--- src/hdl/fe_consts.svh ---
`ifndef FE_CONSTS_SVH
`define FE_CONSTS_SVH

//////////////////////////////////////////////////
// datapath widths
//////////////////////////////////////////////////
`define FE_XLEN 32 // address and instruction width

// first fetch address out of reset
`define FE_RESET_PC 32'h1c000000

// pair entries in the instruction queue, power of two
`define FE_QUEUE_DEPTH 4

//////////////////////////////////////////////////
// instruction fields
//////////////////////////////////////////////////
`define FE_OPC_MSB 31 // major opcode
`define FE_OPC_LSB 26
`define FE_OFFS_BITS 26 // b/bl offset, low16 at 25..10, high10 at 9..0

`endif

--- src/hdl/fe_pkg.sv ---
`default_nettype none

`include "fe_consts.svh"

package fe_pkg;

    // exception code carried with a fetched slot
    typedef enum logic [5:0] {
        ECODE_NONE = 6'd0,
        ECODE_ADEF = 6'd8 // fetch address not word aligned
    } fe_ecode_e;

    // major opcodes the predecoder cares about
    typedef enum logic [5:0] {
        OP_OTHER = 6'b000000,
        OP_B     = 6'b010100,
        OP_BL    = 6'b010101
    } fe_jump_op_e;

    // one queue entry, slot 0 in ir[0]
    typedef struct packed {
        logic [`FE_XLEN-1:0]       pc;         // pair base, 8 byte aligned
        logic [1:0][`FE_XLEN-1:0]  ir;
        logic [1:0]                slot_valid;
        fe_ecode_e                 ecode;
    } fe_entry_t;

endpackage

`default_nettype wire

--- src/hdl/fetch_pair_if.sv ---
`timescale 1ns/1ps
`default_nettype none

`include "fe_consts.svh"

// one fetched pair, fetch stage -> instruction queue
interface fetch_pair_if;

    logic                      valid;      // push strobe
    logic [`FE_XLEN-1:0]       pc;
    logic [1:0][`FE_XLEN-1:0]  ir;
    logic [1:0]                slot_valid;
    fe_pkg::fe_ecode_e         ecode;
    logic                      full;       // queue level, no handshake

    modport producer (
        output valid, pc, ir, slot_valid, ecode,
        input  full
    );

    modport consumer (
        input  valid, pc, ir, slot_valid, ecode,
        output full
    );

endinterface

`default_nettype wire

--- src/hdl/fetch_pc_gen.sv ---
`timescale 1ns/1ps
`default_nettype none

`include "fe_consts.svh"

module fetch_pc_gen (
    input  wire logic                clk,
    input  wire logic                i_arst_n,
    input  wire logic                i_exc_valid,   // exception entry
    input  wire logic [`FE_XLEN-1:0] i_eentry,
    input  wire logic                i_ertn_valid,  // exception return
    input  wire logic [`FE_XLEN-1:0] i_era,
    input  wire logic                i_br_redirect, // branch correction from execute
    input  wire logic [`FE_XLEN-1:0] i_br_target,
    input  wire logic                i_pd_redirect, // predecoded b/bl
    input  wire logic [`FE_XLEN-1:0] i_pd_target,
    input  wire logic                i_stall,
    output logic      [`FE_XLEN-1:0] o_pc,
    output logic                     o_flush
);

    localparam logic [`FE_XLEN-1:0] PAIR_BYTES = 8;

    logic [`FE_XLEN-1:0] pc_q;
    logic [`FE_XLEN-1:0] pc_seq;
    logic [`FE_XLEN-1:0] pc_nxt;

    // next pair always starts on an 8 byte boundary
    assign pc_seq = {pc_q[`FE_XLEN-1:3], 3'b000} + PAIR_BYTES;

    //////////////////////////////////////////////////
    // redirect priority
    //////////////////////////////////////////////////
    always_comb begin
        if (i_exc_valid) begin
            pc_nxt = i_eentry;
        end else if (i_ertn_valid) begin
            pc_nxt = i_era;
        end else if (i_br_redirect) begin
            pc_nxt = i_br_target;
        end else if (i_stall) begin
            pc_nxt = pc_q; // queue full, refetch same pair
        end else if (i_pd_redirect) begin
            pc_nxt = i_pd_target;
        end else begin
            pc_nxt = pc_seq;
        end
    end

    always_ff @(posedge clk or negedge i_arst_n) begin
        if (!i_arst_n) begin
            pc_q <= `FE_RESET_PC;
        end else begin
            pc_q <= pc_nxt;
        end
    end

    assign o_pc = pc_q;

    // any redirect from the back end kills what is in flight
    assign o_flush = i_exc_valid | i_ertn_valid | i_br_redirect;

endmodule

`default_nettype wire

--- src/hdl/fetch_stage.sv ---
`timescale 1ns/1ps
`default_nettype none

`include "fe_consts.svh"

module fetch_stage (
    input  wire logic                     clk,
    input  wire logic                     i_arst_n,
    input  wire logic [`FE_XLEN-1:0]      i_pc,
    input  wire logic [2*`FE_XLEN-1:0]    i_fetch_data, // slot 0 in the low word
    input  wire logic                     i_flush,
    output logic                          o_pd_redirect,
    output logic      [`FE_XLEN-1:0]      o_pd_target,
    fetch_pair_if.producer                pair
);

    logic [1:0]                fetch_valid;
    fe_pkg::fe_ecode_e         fetch_ecode;

    logic [1:0]                stg_valid;
    logic [`FE_XLEN-1:0]       stg_pc;
    logic [1:0][`FE_XLEN-1:0]  stg_ir;
    fe_pkg::fe_ecode_e         stg_ecode;

    logic                      pd_en;
    logic                      jump0;
    logic                      jump1;

    function automatic fe_pkg::fe_jump_op_e decode_op(input logic [`FE_XLEN-1:0] ir);
        logic [`FE_OPC_MSB-`FE_OPC_LSB:0] opc;
        opc = ir[`FE_OPC_MSB:`FE_OPC_LSB];
        case (opc)
            fe_pkg::OP_B:  decode_op = fe_pkg::OP_B;
            fe_pkg::OP_BL: decode_op = fe_pkg::OP_BL;
            default:       decode_op = fe_pkg::OP_OTHER;
        endcase
    endfunction

    // slot pc + sext(offs) * 4
    function automatic logic [`FE_XLEN-1:0] jump_target(
        input logic [`FE_XLEN-1:0] pc,
        input logic [`FE_XLEN-1:0] ir
    );
        logic [`FE_OFFS_BITS-1:0] offs;
        offs = {ir[9:0], ir[25:10]};
        jump_target = pc + {{(`FE_XLEN-`FE_OFFS_BITS-2){offs[`FE_OFFS_BITS-1]}}, offs, 2'b00};
    endfunction

    //////////////////////////////////////////////////
    // fetch side
    //////////////////////////////////////////////////
    assign fetch_valid = i_pc[2] ? 2'b10 : 2'b11; // odd word start drops slot 0
    assign fetch_ecode = (i_pc[1:0] != 2'b00) ? fe_pkg::ECODE_ADEF : fe_pkg::ECODE_NONE;

    always_ff @(posedge clk or negedge i_arst_n) begin
        if (!i_arst_n) begin
            stg_valid <= 2'b00;
        end else if (i_flush) begin
            stg_valid <= 2'b00;
        end else if (!pair.full) begin
            stg_valid <= o_pd_redirect ? 2'b00 : fetch_valid; // drop wrong path
        end
    end

    always_ff @(posedge clk) begin
        if (!pair.full) begin
            stg_pc    <= {i_pc[`FE_XLEN-1:3], 3'b000};
            stg_ir    <= i_fetch_data;
            stg_ecode <= fetch_ecode;
        end
    end

    //////////////////////////////////////////////////
    // predecode b/bl on the stage pair
    //////////////////////////////////////////////////
    assign pd_en = (stg_ecode == fe_pkg::ECODE_NONE); // misaligned pair is ignored
    assign jump0 = pd_en & stg_valid[0] & (decode_op(stg_ir[0]) != fe_pkg::OP_OTHER);
    assign jump1 = pd_en & stg_valid[1] & (decode_op(stg_ir[1]) != fe_pkg::OP_OTHER);

    assign o_pd_redirect = jump0 | jump1;
    assign o_pd_target   = jump0 ? jump_target(stg_pc, stg_ir[0])
                                 : jump_target(stg_pc + 32'd4, stg_ir[1]);

    assign pair.slot_valid = jump0 ? {1'b0, stg_valid[0]} : stg_valid; // trim younger slot
    assign pair.valid      = |stg_valid;
    assign pair.pc         = stg_pc;
    assign pair.ir         = stg_ir;
    assign pair.ecode      = stg_ecode;

endmodule

`default_nettype wire

--- src/hdl/inst_queue.sv ---
`timescale 1ns/1ps
`default_nettype none

`include "fe_consts.svh"

module inst_queue #(
    parameter int DEPTH = `FE_QUEUE_DEPTH
) (
    input  wire logic                clk,
    input  wire logic                i_arst_n,
    input  wire logic                i_flush,
    input  wire logic                i_issue_ready,
    fetch_pair_if.consumer           pair,
    output logic      [1:0]          o_issue_valid,
    output logic      [`FE_XLEN-1:0] o_issue_pc0,
    output logic      [`FE_XLEN-1:0] o_issue_pc1,
    output logic      [`FE_XLEN-1:0] o_issue_ir0,
    output logic      [`FE_XLEN-1:0] o_issue_ir1,
    output fe_pkg::fe_ecode_e        o_issue_ecode
);

    localparam int PTR_W = $clog2(DEPTH);

    fe_pkg::fe_entry_t  mem [DEPTH];
    fe_pkg::fe_entry_t  head;
    logic [PTR_W-1:0]   wr_ptr;
    logic [PTR_W-1:0]   rd_ptr;
    logic [PTR_W:0]     count;
    logic               empty;
    logic               push;
    logic               pop;

    assign empty     = (count == '0);
    assign pair.full = (count == (PTR_W+1)'(DEPTH));
    assign push      = pair.valid & ~pair.full;
    assign pop       = i_issue_ready & ~empty;

    //////////////////////////////////////////////////
    // pointers and occupancy
    //////////////////////////////////////////////////
    always_ff @(posedge clk or negedge i_arst_n) begin
        if (!i_arst_n) begin
            wr_ptr <= '0;
            rd_ptr <= '0;
            count  <= '0;
        end else if (i_flush) begin
            wr_ptr <= '0;
            rd_ptr <= '0;
            count  <= '0;
        end else begin
            wr_ptr <= wr_ptr + PTR_W'(push); // wraps, depth is a power of two
            rd_ptr <= rd_ptr + PTR_W'(pop);
            count  <= count + (PTR_W+1)'(push) - (PTR_W+1)'(pop);
        end
    end

    always_ff @(posedge clk) begin
        if (push) begin
            mem[wr_ptr] <= '{pc: pair.pc, ir: pair.ir, slot_valid: pair.slot_valid,
                             ecode: pair.ecode};
        end
    end

    //////////////////////////////////////////////////
    // head pair to issue
    //////////////////////////////////////////////////
    assign head = mem[rd_ptr];

    assign o_issue_valid = empty ? 2'b00 : head.slot_valid;
    assign o_issue_pc0   = head.pc;
    assign o_issue_pc1   = head.pc + 32'd4;
    assign o_issue_ir0   = head.ir[0];
    assign o_issue_ir1   = head.ir[1];
    assign o_issue_ecode = head.ecode; // same code on both slots

endmodule

`default_nettype wire

--- src/hdl/frontend_top.sv ---
`timescale 1ns/1ps
`default_nettype none

`include "fe_consts.svh"

module frontend_top (
    input  wire logic                  clk,
    input  wire logic                  i_arst_n,
    input  wire logic                  i_exc_valid,
    input  wire logic [`FE_XLEN-1:0]   i_eentry,
    input  wire logic                  i_ertn_valid,
    input  wire logic [`FE_XLEN-1:0]   i_era,
    input  wire logic                  i_br_redirect,
    input  wire logic [`FE_XLEN-1:0]   i_br_target,
    output logic      [`FE_XLEN-1:0]   o_fetch_addr,
    input  wire logic [2*`FE_XLEN-1:0] i_fetch_data,
    input  wire logic                  i_issue_ready,
    output logic      [1:0]            o_issue_valid,
    output logic      [`FE_XLEN-1:0]   o_issue_pc0,
    output logic      [`FE_XLEN-1:0]   o_issue_pc1,
    output logic      [`FE_XLEN-1:0]   o_issue_ir0,
    output logic      [`FE_XLEN-1:0]   o_issue_ir1,
    output fe_pkg::fe_ecode_e          o_issue_ecode
);

    logic [`FE_XLEN-1:0] pc;
    logic                flush;
    logic                pd_redirect;
    logic [`FE_XLEN-1:0] pd_target;

    fetch_pair_if pair_if ();

    assign o_fetch_addr = {pc[`FE_XLEN-1:3], 3'b000}; // memory sees pair address

    fetch_pc_gen u_pc_gen (
        .clk           (clk),
        .i_arst_n      (i_arst_n),
        .i_exc_valid   (i_exc_valid),
        .i_eentry      (i_eentry),
        .i_ertn_valid  (i_ertn_valid),
        .i_era         (i_era),
        .i_br_redirect (i_br_redirect),
        .i_br_target   (i_br_target),
        .i_pd_redirect (pd_redirect),
        .i_pd_target   (pd_target),
        .i_stall       (pair_if.full),
        .o_pc          (pc),
        .o_flush       (flush)
    );

    fetch_stage u_fetch_stage (
        .clk           (clk),
        .i_arst_n      (i_arst_n),
        .i_pc          (pc),
        .i_fetch_data  (i_fetch_data),
        .i_flush       (flush),
        .o_pd_redirect (pd_redirect),
        .o_pd_target   (pd_target),
        .pair          (pair_if.producer)
    );

    inst_queue #(.DEPTH(`FE_QUEUE_DEPTH)) u_inst_queue (
        .clk           (clk),
        .i_arst_n      (i_arst_n),
        .i_flush       (flush),
        .i_issue_ready (i_issue_ready),
        .pair          (pair_if.consumer),
        .o_issue_valid (o_issue_valid),
        .o_issue_pc0   (o_issue_pc0),
        .o_issue_pc1   (o_issue_pc1),
        .o_issue_ir0   (o_issue_ir0),
        .o_issue_ir1   (o_issue_ir1),
        .o_issue_ecode (o_issue_ecode)
    );

endmodule

`default_nettype wire

--- config.mk ---
export PLATFORM = sky130hd
export DESIGN_NAME = frontend_top
export DESIGN_NICKNAME = d
export VERILOG_FILES = /design/src/hdl/fe_pkg.sv /design/src/hdl/fetch_pair_if.sv /design/src/hdl/fetch_pc_gen.sv /design/src/hdl/fetch_stage.sv /design/src/hdl/inst_queue.sv /design/src/hdl/frontend_top.sv
export VERILOG_INCLUDE_DIRS = /design/src /design/src/hdl
export SDC_FILE = /design/constraint.sdc
export NUM_CORES = 1
export LEC_CHECK = 0
export BUFFER_PORTS_ARGS = -buffer_cell sky130_fd_sc_hd__buf_2
export CAP_MARGIN = 20
export CORE_MARGIN = 4
export CORE_UTILIZATION = 60
export DETAILED_ROUTE_END_ITERATION = 7
export PLACE_DENSITY = 0.83
export SETUP_SLACK_MARGIN = 0.5
export SLEW_MARGIN = 30
export SYNTH_ARGS = -nofsm -noshare
export SYNTH_HDL_FRONTEND = slang
export SYNTH_SLANG_ARGS = --single-unit
--- constraint.sdc ---
create_clock -name clk -period 20.2 [get_ports clk]
set_clock_uncertainty 0.15 [all_clocks]
set_input_delay 1.01 -clock clk [delete_from_list [all_inputs] [get_ports clk]]
set_output_delay 1.01 -clock clk [all_outputs]
set_load 0.01 [all_outputs]
# After elaboration in Yosys (flattened, before gate mapping)
# Memories as Yosys holds them, arrays and structs flattened.
# Cells that the tools add are included.
[totals]
n_memories = 1
wordCells = 63
input_bits = 166
reg_bits = 140
output_inout_bits = 168
ramBits = 404
[op_classes]
mux = 20
add_sub_neg = 9
eq_ne = 7
n_reduce_logical = 6
n_bitwise = 11
[memory_table]
columns = ["memory", "depth", "word_bits", "read_ports", "rd_ports_with_merged_regs", "wr", "line_no", "rtl"]
rows = [
  ["u_inst_queue.mem", 4, 101, 1, 0, 1, "inst_queue.sv:24", "fe_pkg::fe_entry_t mem [DEPTH];"],
]
[op_table]
columns = ["operator", "count"]
rows = [
  ["$mux W32", 6],
  ["$add A32 B3 Y32 const B", 2],
  ["$add A32 B32 Y32", 2],
  ["$add A32 B4 Y32 const B", 1],
  ["$eq A6 B5 Y1 const B", 4],
  ["$pmux W5 S2", 2],
  ["$mux W2", 7],
  ["$reduce_bool A6 Y1", 2],
  ["$and A1 B1 Y1", 6],
  ["$logic_not A6 Y1", 1],
  ["$add A2 B1 Y2", 2],
  ["$mux W4", 1],
  ["$ne A4 B4 Y1 const B", 1],
  ["$add A3 B1 Y3", 1],
  ["$eq A3 B3 Y1 const B", 1],
  ["$logic_not A3 Y1", 1],
  ["$mux W1", 3],
  ["$mux W3", 1],
  ["$or A1 B1 Y1", 3],
  ["$sub A3 B1 Y3", 1],
  ["$ne A2 B2 Y1 const B", 1],
  ["$not A1 Y1", 2],
  ["$reduce_bool A2 Y1", 1],
  ["$reduce_or A2 Y1", 1],
]

# Logic depth before layout (Yosys ltp)
# Gate-level depths: netlist of run 1.
[depth]
ltp_word = 10
depth_mapped = 11

# Cells and area by module
# Synthesis of run 1 repeated with hierarchy kept, for this count alone.
[hier_totals]
hier_cells = 1632
area_unflattened_um2 = 25395.6
[by_module_without_submodules]
columns = ["mod", "n_inst", "area_per_inst_um2", "cells_per_inst"]
rows = [
  ["inst_queue", 1, 16066.7, 673],
  ["fetch_stage", 1, 6207.2, 563],
  ["fetch_pc_gen", 1, 3095.5, 392],
  ["frontend_top", 1, 26.3, 4],
]

# Least setup slack after synthesis of run 1
# Ideal clock, no wire load.
[synth_path]
path_type = "register to register"
start = "reg u_inst_queue.count[2]"
end = "mem u_inst_queue.mem[0][10] (netlist name) (enable)"
setup_time_ns = 0.786
period_less_slack_ns = 10.791
t_arrival_ns = 9.855
path_stages_with_launch = 4
setup_slack_ns = 9.409
path_cell_list = "dfrtp_1 > nor3b_1 > clkbuf_1 > nor4_1"
[synth_via]
elab_chain_len = 5
[synth_lines]
columns = ["item", "line_no", "rtl"]
rows = [
  ["from (decl)", "inst_queue.sv:28", "logic [PTR_W:0] count;"],
  ["from (signal assigned)", "inst_queue.sv:53", "count <= count + (PTR_W+1)'(push) - (PTR_W+1)'(pop);"],
  ["$eq A3 B3 Y1", "inst_queue.sv:34", "assign pair.full = (count == (PTR_W+1)'(DEPTH));"],
  ["$not A1 Y1", "inst_queue.sv:35", "assign push = pair.valid & ~pair.full;"],
  ["$and A1 B1 Y1", "inst_queue.sv:35", ""],
  ["$mux W1", "inst_queue.sv:58", "if (push) begin"],
  ["$mux W1 (not written as such)", "inst_queue.sv:59", "mem[wr_ptr] <= '{pc: pair.pc, ir: pair.ir, slot_valid: pair.slot_valid,"],
  ["to (decl)", "inst_queue.sv:24", ""],
]
# No other way between the ends.

# Final worst setup path of run 1
[layout_path]
start = "reg u_inst_queue.rd_ptr[0]"
end = "out o_issue_valid[0]"
[layout_via]
elab_chain_len = 2
[layout_lines]
columns = ["item", "line_no", "rtl"]
rows = [
  ["from (decl)", "inst_queue.sv:27", "logic [PTR_W-1:0] rd_ptr;"],
  ["from (signal assigned)", "inst_queue.sv:52", "rd_ptr <= rd_ptr + PTR_W'(pop);"],
  ["$mem_v2 Z4 W101", "-", ""],
  ["$mux W2", "inst_queue.sv:69", "assign o_issue_valid = empty ? 2'b00 : head.slot_valid;"],
  ["to (decl)", "frontend_top.sv:18", "output logic [1:0] o_issue_valid,"],
]
# No other way between the ends.

==> flow_summary.yaml, run 1 <==
routing:
  drt_wl_total_um: 67000
  ant_nets: 0
  vias: 15500
  wl_per_cell_um: 28.2
  vias_per_cell: 6.50
  drc: 0
  dr.pass1.iters: 6
  drt_iter0_markers: 1865
clock_tree:
  clock_sinks: 519
  clock_latency_ns: 0.60
  ctsResizeCount: 0
  clkTransAtPathRegs_ns: 0.07
  post_cts_buffers: 0
  htree_levels: 2
  clockBufferDepth: 3
  postCtsHoldBufs: 0
  clock-root-buffer: "clkbuf_16"
  cts_buffers: 52
  cts_tree: "built"
worst_setup_path:
  path_class: "flip-flop to primary output"
  rr_worst_depth: 9
  crit_slowest_cell: "buf_4"
  crit_fanout: 40
  worst_r2r_endpoint: "u_pc_gen.o_pc[31]"
  rrSetupSlack_ns: 16.46
  critical_path_buf_inv_count: 2
  critPathTopFamily: "buffers and inverters"
  arrival_ns: 3.01
  required_ns: 19.04
  path_cells: "buf_4 > mux4_2 > nor2b_1 > buf_2"
  crit_path_start_kind: "flip-flop"
  cp.depth: 4
  slowest_delay_ns: 0.75
  end_kind: "primary output"
  r2r_start: "u_fetch_stage.pair.ir[63]"
min_path:
  holdCritPathClass: "input port to asynchronous set/reset pin"
timing:
  setup_tns_ns: 0
  tightest_slew_ns: 0.962
  setup_viol: 0
  fin_crit_ns: 4.17
  slew_violations: 0
  rsz0062_at_grt: "false"
  hold_viol: 0
  fin_ws_ns: 16.03
  relSlewSlack_pct: 35.8
  post-route-period-util_pct: 20.6
  max_freq_mhz: 240
final_layout:
  drive_gt1_share_pct: 29.7
  fin_nets: 2043
  syn2layout_area_growth_pct: 15.4
  final_util_pct: 70.3
synthesis:
  synth.distinct_cells: 72
  yosysTopAreaCell: "edfxtp_1"
  synth_seq_cells: 519
  synth_ff_type: "edfxtp_1"
  synth_commonest_cells: "478 x edfxtp_1, 96 x mux4_2, 89 x nor2_1, 86 x a21oi_1"
  synthCells: 1541
  synth_edf_count: 478
  yosysMostFrequentCell: "edfxtp_1"
  netlist_area_mm2: 0.0236
  yosys.area.top_type_share_pct: 60.9
  synth.yosys.seq_area_share_pct: 65.2
  synth.area.top_cells: "edfxtp_1 61%, mux4_2 9.2%, dfrtp_1 4.0%, ha_1 3.2%, buf_4 2.3%"
  synth_area_per_cell_um2: 15.3
  yosys_warnings: 0
  async_flop_share_pct: 7.90
placed_design:
  io_buffer_count: 319
  place_hpwl_um: 45100
  gp_congestion: 0.968
  pre_cts_ws_ns: 16.28
global_route:
  grt_max_degree: 69
  antenna_found_initial: 2
  grt_usage_pct: 31.0
  grt_pass1_vias: 14800
  grt_pass1_wl_um: 96700
  globalRoute.totalOverflow: 0
die:
  dieArea_mm2: 0.0425
  die_height_um: 206
  initial_core_util_pct: 60.9
  coreArea_mm2: 0.0387
  fp.dieW_um: 206
  rows: 72
  ioPinCount: 334
power:
  pwr_density_cell_mw_per_mm2: 95.4
  power_mw: 2.60
  ir_drop_uv: 67.1
  p_leak_nw: 9.96
run:
  drv_cap: 0
outcome:
  outcome: "finished clean"
worst reg2reg max path, stage by stage (launching register included):
cell and delay (ns):
edfxtp_1 0.45, nor4bb_1 0.51, nand3_1 0.75, nor2_1 0.85, nand3_1 0.19, nor2_1 0.15
mux2i_1 0.08, nand3_1 0.11, a311oi_1 0.05, a221o_1 0.34
through the flow:
stage          hold slack, ns  instances  instance area [um2]
6_report                0.352       2376                27200
4_1_cts                 0.359       2373                27200
2_1_floorplan           0.309       1553                23600
5_1_grt                 0.377       2376                27200
3_5_place_dp            0.346       2276                25300
3_3_place_gp            0.321       2276                25300
cell usage in the layout (no fill, tap or decap), types with 22 or more instances in the layout:
| cell | n |
|---|---|
| edfxtp_1 | 478 |
| nand3_1 | 28 |
| inv_1 | 22 |
| xor2_1 | 38 |
| mux4_2 | 96 |
| nor2_1 | 86 |
| a21oi_1 | 86 |
| a21o_1 | 35 |
| clkbuf_16 | 53 |
| buf_2 | 319 |
| dfrtp_1 | 36 |
| o21ai_1 | 24 |
| xnor2_1 | 34 |
| o21ai_0 | 28 |
| ha_1 | 61 |
| nand2_1 | 72 |
kinds of logic after synthesis:
kind of cell / share of synthesized area (%)
xor+xnor: 2.67
mux: 9.55
simple gates: 5.73
flops: 65.2
fa+ha+maj: 3.49
compound gates: 9.59
buf+inv: 3.71
other cells: 0.0318
power by group:
part / internal, mW / switching, mW
registers: 1.21 / 0.0452
logic: 0.115 / 0.179
clock network: 0.619 / 0.422
area by class of cell:
type | count | area, um2
Inverter | 25 | 96.3
Fill cell | 2572 | 11500
Clock buffer | 58 | 1370
Antenna cell | 2 | 5.00
Tap cell | 518 | 648
Multi-Input combinational cell | 873 | 7420
Timing Repair Buffer | 342 | 1800
Sequential cell | 519 | 15400
Clock inverter | 39 | 488
routing by layer:
metal	vias up	wire, um	global-route usage (%)
met5	-	0	0
met4	0	1630	7.70
met3	114	7470	7.14
met2	966	31000	46.9
met1	7793	26900	46.7
li1	6578	-	-
worst max path at each step:
stage,startpoint,to,slack (ns)
after floorplan,u_inst_queue.count[2],u_inst_queue.mem[0][10],9.41
after global placement,i_exc_valid,u_pc_gen.o_pc[13],16.38
after detailed placement,i_exc_valid,u_pc_gen.o_pc[13],16.28
after CTS,u_inst_queue.rd_ptr[0],o_issue_valid[0],15.95
after global routing,u_inst_queue.rd_ptr[0],o_issue_valid[0],15.81
final,u_inst_queue.rd_ptr[0],o_issue_valid[0],16.03
flip-flops by register name, summed over array words and instances (netlist names):
signal	flops
u_fetch_stage.stg_valid	2
u_inst_queue.count	3
u_inst_queue.mem	384
u_pc_gen.o_pc	32
u_fetch_stage.pair.ecode	1
u_fetch_stage.pair.ir	64
u_inst_queue.wr_ptr	2
u_inst_queue.rd_ptr	2
u_fetch_stage.pair.pc	29
No activity file was read; power rests on OpenSTA's default activity.
==> run 2, diff against run 1 <==
--- a/config.mk
+++ b/config.mk
@@ -6,12 +6,13 @@
 export SDC_FILE = /design/constraint.sdc
 export NUM_CORES = 1
 export LEC_CHECK = 0
+export ABC_AREA = 1
 export BUFFER_PORTS_ARGS = -buffer_cell sky130_fd_sc_hd__buf_2
 export CAP_MARGIN = 20
 export CORE_MARGIN = 4
-export CORE_UTILIZATION = 60
+export CORE_UTILIZATION = 53
 export DETAILED_ROUTE_END_ITERATION = 7
-export PLACE_DENSITY = 0.83
+export PLACE_DENSITY = 0.77
 export SETUP_SLACK_MARGIN = 0.5
 export SLEW_MARGIN = 30
 export SYNTH_ARGS = -nofsm -noshare
==> constraint.sdc (replaced) <==
create_clock -name clk -period 3.4 [get_ports clk]
set_clock_uncertainty 0.15 [all_clocks]
set_input_delay 0.17 -clock clk [delete_from_list [all_inputs] [get_ports clk]]
set_output_delay 0.17 -clock clk [all_outputs]
set_load 0.01 [all_outputs]
==> flow_summary.yaml, run 2 <==
outcome:
  outcome: "finished clean"
min_path:
  whs_path_depth: 6
  min_from: "i_issue_ready"
  holdCritPathClass: "input port to flip-flop"
  holdPathEnd: "u_inst_queue.rd_ptr[0]"
worst_setup_path:
  required_ns: 3.70
  path_class: "flip-flop to flip-flop"
  rrSetupSlack_ns: 0.61
  end_kind: "flip-flop"
  crit_fanout: 6
  r2r_start: "u_fetch_stage.pair.ir[43]"
  crit_path_start_kind: "flip-flop"
  arrival_ns: 3.09
  worst_r2r_endpoint: "u_pc_gen.o_pc[13]"
  rr_worst_depth: 16
clock_tree:
  htree_levels: 2
  clock_sinks: 519
  cts_buffers: 52
  clockBufferDepth: 3
  cts_tree: "built"
  clkTransAtPathRegs_ns: 0.06
  clock_latency_ns: 0.61
  clock-root-buffer: "clkbuf_16"
final_layout:
  fin_nets: 3250
  multiInputGateArea_mm2: 0.00853
  ff_latch_area_mm2: 0.0154
  layout_common_cells: "518 x nand2_1, 478 x edfxtp_1, 358 x nor2_1, 318 x buf_2, 231 x o21ai_0"
  diodes: 0
  regMostFlops: "u_inst_queue.mem"
  largest_reg_flops: 384
  n_fill_cell: 3591
  final_common_cell: "nand2_1"
  final_util_pct: 65.2
  drive_gt1_share_pct: 17.8
  syn2layout_area_growth_pct: 21.8
global_route:
  globalRoute.totalOverflow: 0
  grt_pass1_vias: 20600
  grt_max_degree: 142
  grt_usage_pct: 31.2
  grt_pass1_wl_um: 123000
  antenna_found_initial: 2
routing:
  wl_per_cell_um: 22.6
  drt_wl_total_um: 83000
  drt_iter0_markers: 2592
  vias_per_cell: 5.81
  vias: 21400
  ant_nets: 0
  dr.pass1.iters: 8
  drc: 0
die:
  coreArea_mm2: 0.0476
  initial_core_util_pct: 53.6
  dieArea_mm2: 0.0517
  die_height_um: 227
  fp.dieW_um: 227
  ioPinCount: 334
  rows: 80
timing:
  relSlewSlack_pct: 40.6
  post-route-period-util_pct: 82.1
  hold_viol: 0
  setup_viol: 0
  max_freq_mhz: 358
  tightest_slew_ns: 0.885
  rsz0062_at_grt: "true"
  fin_crit_ns: 2.79
  setup_tns_ns: 0
  slew_violations: 0
synthesis:
  synth_seq_cells: 519
  synth_commonest_cells: "523 x nand2_1, 478 x edfxtp_1, 363 x nor2_1, 233 x o21ai_0, 222 x inv_1"
  yosysTopAreaCell: "edfxtp_1"
  yosys_warnings: 0
  synth.yosys.seq_area_share_pct: 60.3
  synth_ff_type: "edfxtp_1"
  yosysMostFrequentCell: "nand2_1"
  synth.distinct_cells: 51
  yosys.area.top_type_share_pct: 56.2
  synth_edf_count: 478
  synthCells: 2579
  async_flop_share_pct: 7.90
  synth_area_per_cell_um2: 9.90
  netlist_area_mm2: 0.0255
  synth.area.top_cells: "edfxtp_1 56%, nand2_1 7.7%, nor2_1 5.3%, o21ai_0 4.6%, dfrtp_1 3.7%"
power:
  power_mw: 15.3
  ir_drop_uv: 376
  p_leak_nw: 12.9
  pwr_density_cell_mw_per_mm2: 492
placed_design:
  gp_congestion: 1.03
  io_buffer_count: 319
  place_hpwl_um: 55200
run:
  drv_cap: 0
run 2: cell types whose count changed after synthesis, moves of 27 or more:
cell	delta
nand3_1	+92
xor2_1	-27
mux4_2	-96
nor2_1	+274
o22ai_1	+82
a21o_1	-33
o21ai_0	+205
inv_1	+200
nand2_1	+451
run 2: worst max-delay path by stage:
stage                     depth (start not counted)  slack (ns)                      end                 startpoint
after floorplan                                   5       -1.02  u_inst_queue.mem[0][10]      u_inst_queue.count[2]
after global placement                           14        0.23        u_pc_gen.o_pc[13]  u_fetch_stage.pair.ir[11]
after detailed placement                         14        0.19        u_pc_gen.o_pc[13]  u_fetch_stage.pair.ir[11]
after CTS                                        13        0.53        u_pc_gen.o_pc[30]   u_fetch_stage.pair.pc[3]
after global routing                             14        0.44        u_pc_gen.o_pc[16]  u_fetch_stage.pair.pc[15]
final                                            16        0.61        u_pc_gen.o_pc[13]  u_fetch_stage.pair.ir[43]
run 2: area by class of cell:
type	instances	share of cell area, %
clock inverter	31	0.882
timing repair buffer	540	12.3
clock buffer	64	4.47
multi-input combinational	1669	27.4
tap	615	2.48
inverter	238	2.90
sequential	519	49.5
run 2: routing by layer:
layer / track usage [%] / vias up / wire [um]
met3: 5.09 / 182 / 7410
met2: 51.5 / 1251 / 39400
met1: 42.9 / 10200 / 33300
met5: 0 / - / 27
met4: 9.84 / 4 / 2860
li1: - / 9712 / -
run 2: cells by family after synthesis:
family,count (synthesis),share of synthesized area [%]
flops,519,60.3
compound gates,467,10.4
simple gates,1099,18.0
other cells,2,0.0294
buf+inv,403,7.20
fa+ha+maj,64,3.23
xor+xnor,25,0.858
run 2: stage by stage:
step	area (um2)	std cells	hold slack [ns]	worst slack, ns
after CTS	30800	3652	0.0180	0.526
final	31100	3676	0.0368	0.610
after floorplan	25600	2591	-0.276	-1.02
after global placement	27400	3392	0.197	0.230
after detailed placement	27400	3392	0.0542	0.189
after global routing	31100	3676	0.0660	0.441
run 2: what timing repair did:
item	4_1_cts	5_1_grt
resized for setup	7	24
endpoints found under the setup margin	7	36
pin swaps	0	1
endpoints found under the hold margin	137	0
buffers inserted	2	24
hold buffers	163	0
run 2: worst max-delay path: stages, from the launching register on:
cell,delay (ns)
edfxtp_1,0.55
buf_4,0.21
ha_1,0.29
nand3_1,0.10
nand3_2,0.10
nand2_1,0.10
nand2_2,0.12
nand2_1,0.10
nand2_2,0.11
nor2_2,0.15
nor2_1,0.05
nand2_1,0.07
nand3_1,0.19
nand3_2,0.13
nand2_1,0.05
nand2_1,0.07
o21ai_0,0.09
run 2: where the power goes:
part	internal [mW]	total, mW	switching (mW)
combinational	0.825	2.16	1.34
clock	3.21	5.62	2.41
sequential	7.21	7.51	0.308
total	11.2	15.3	4.06
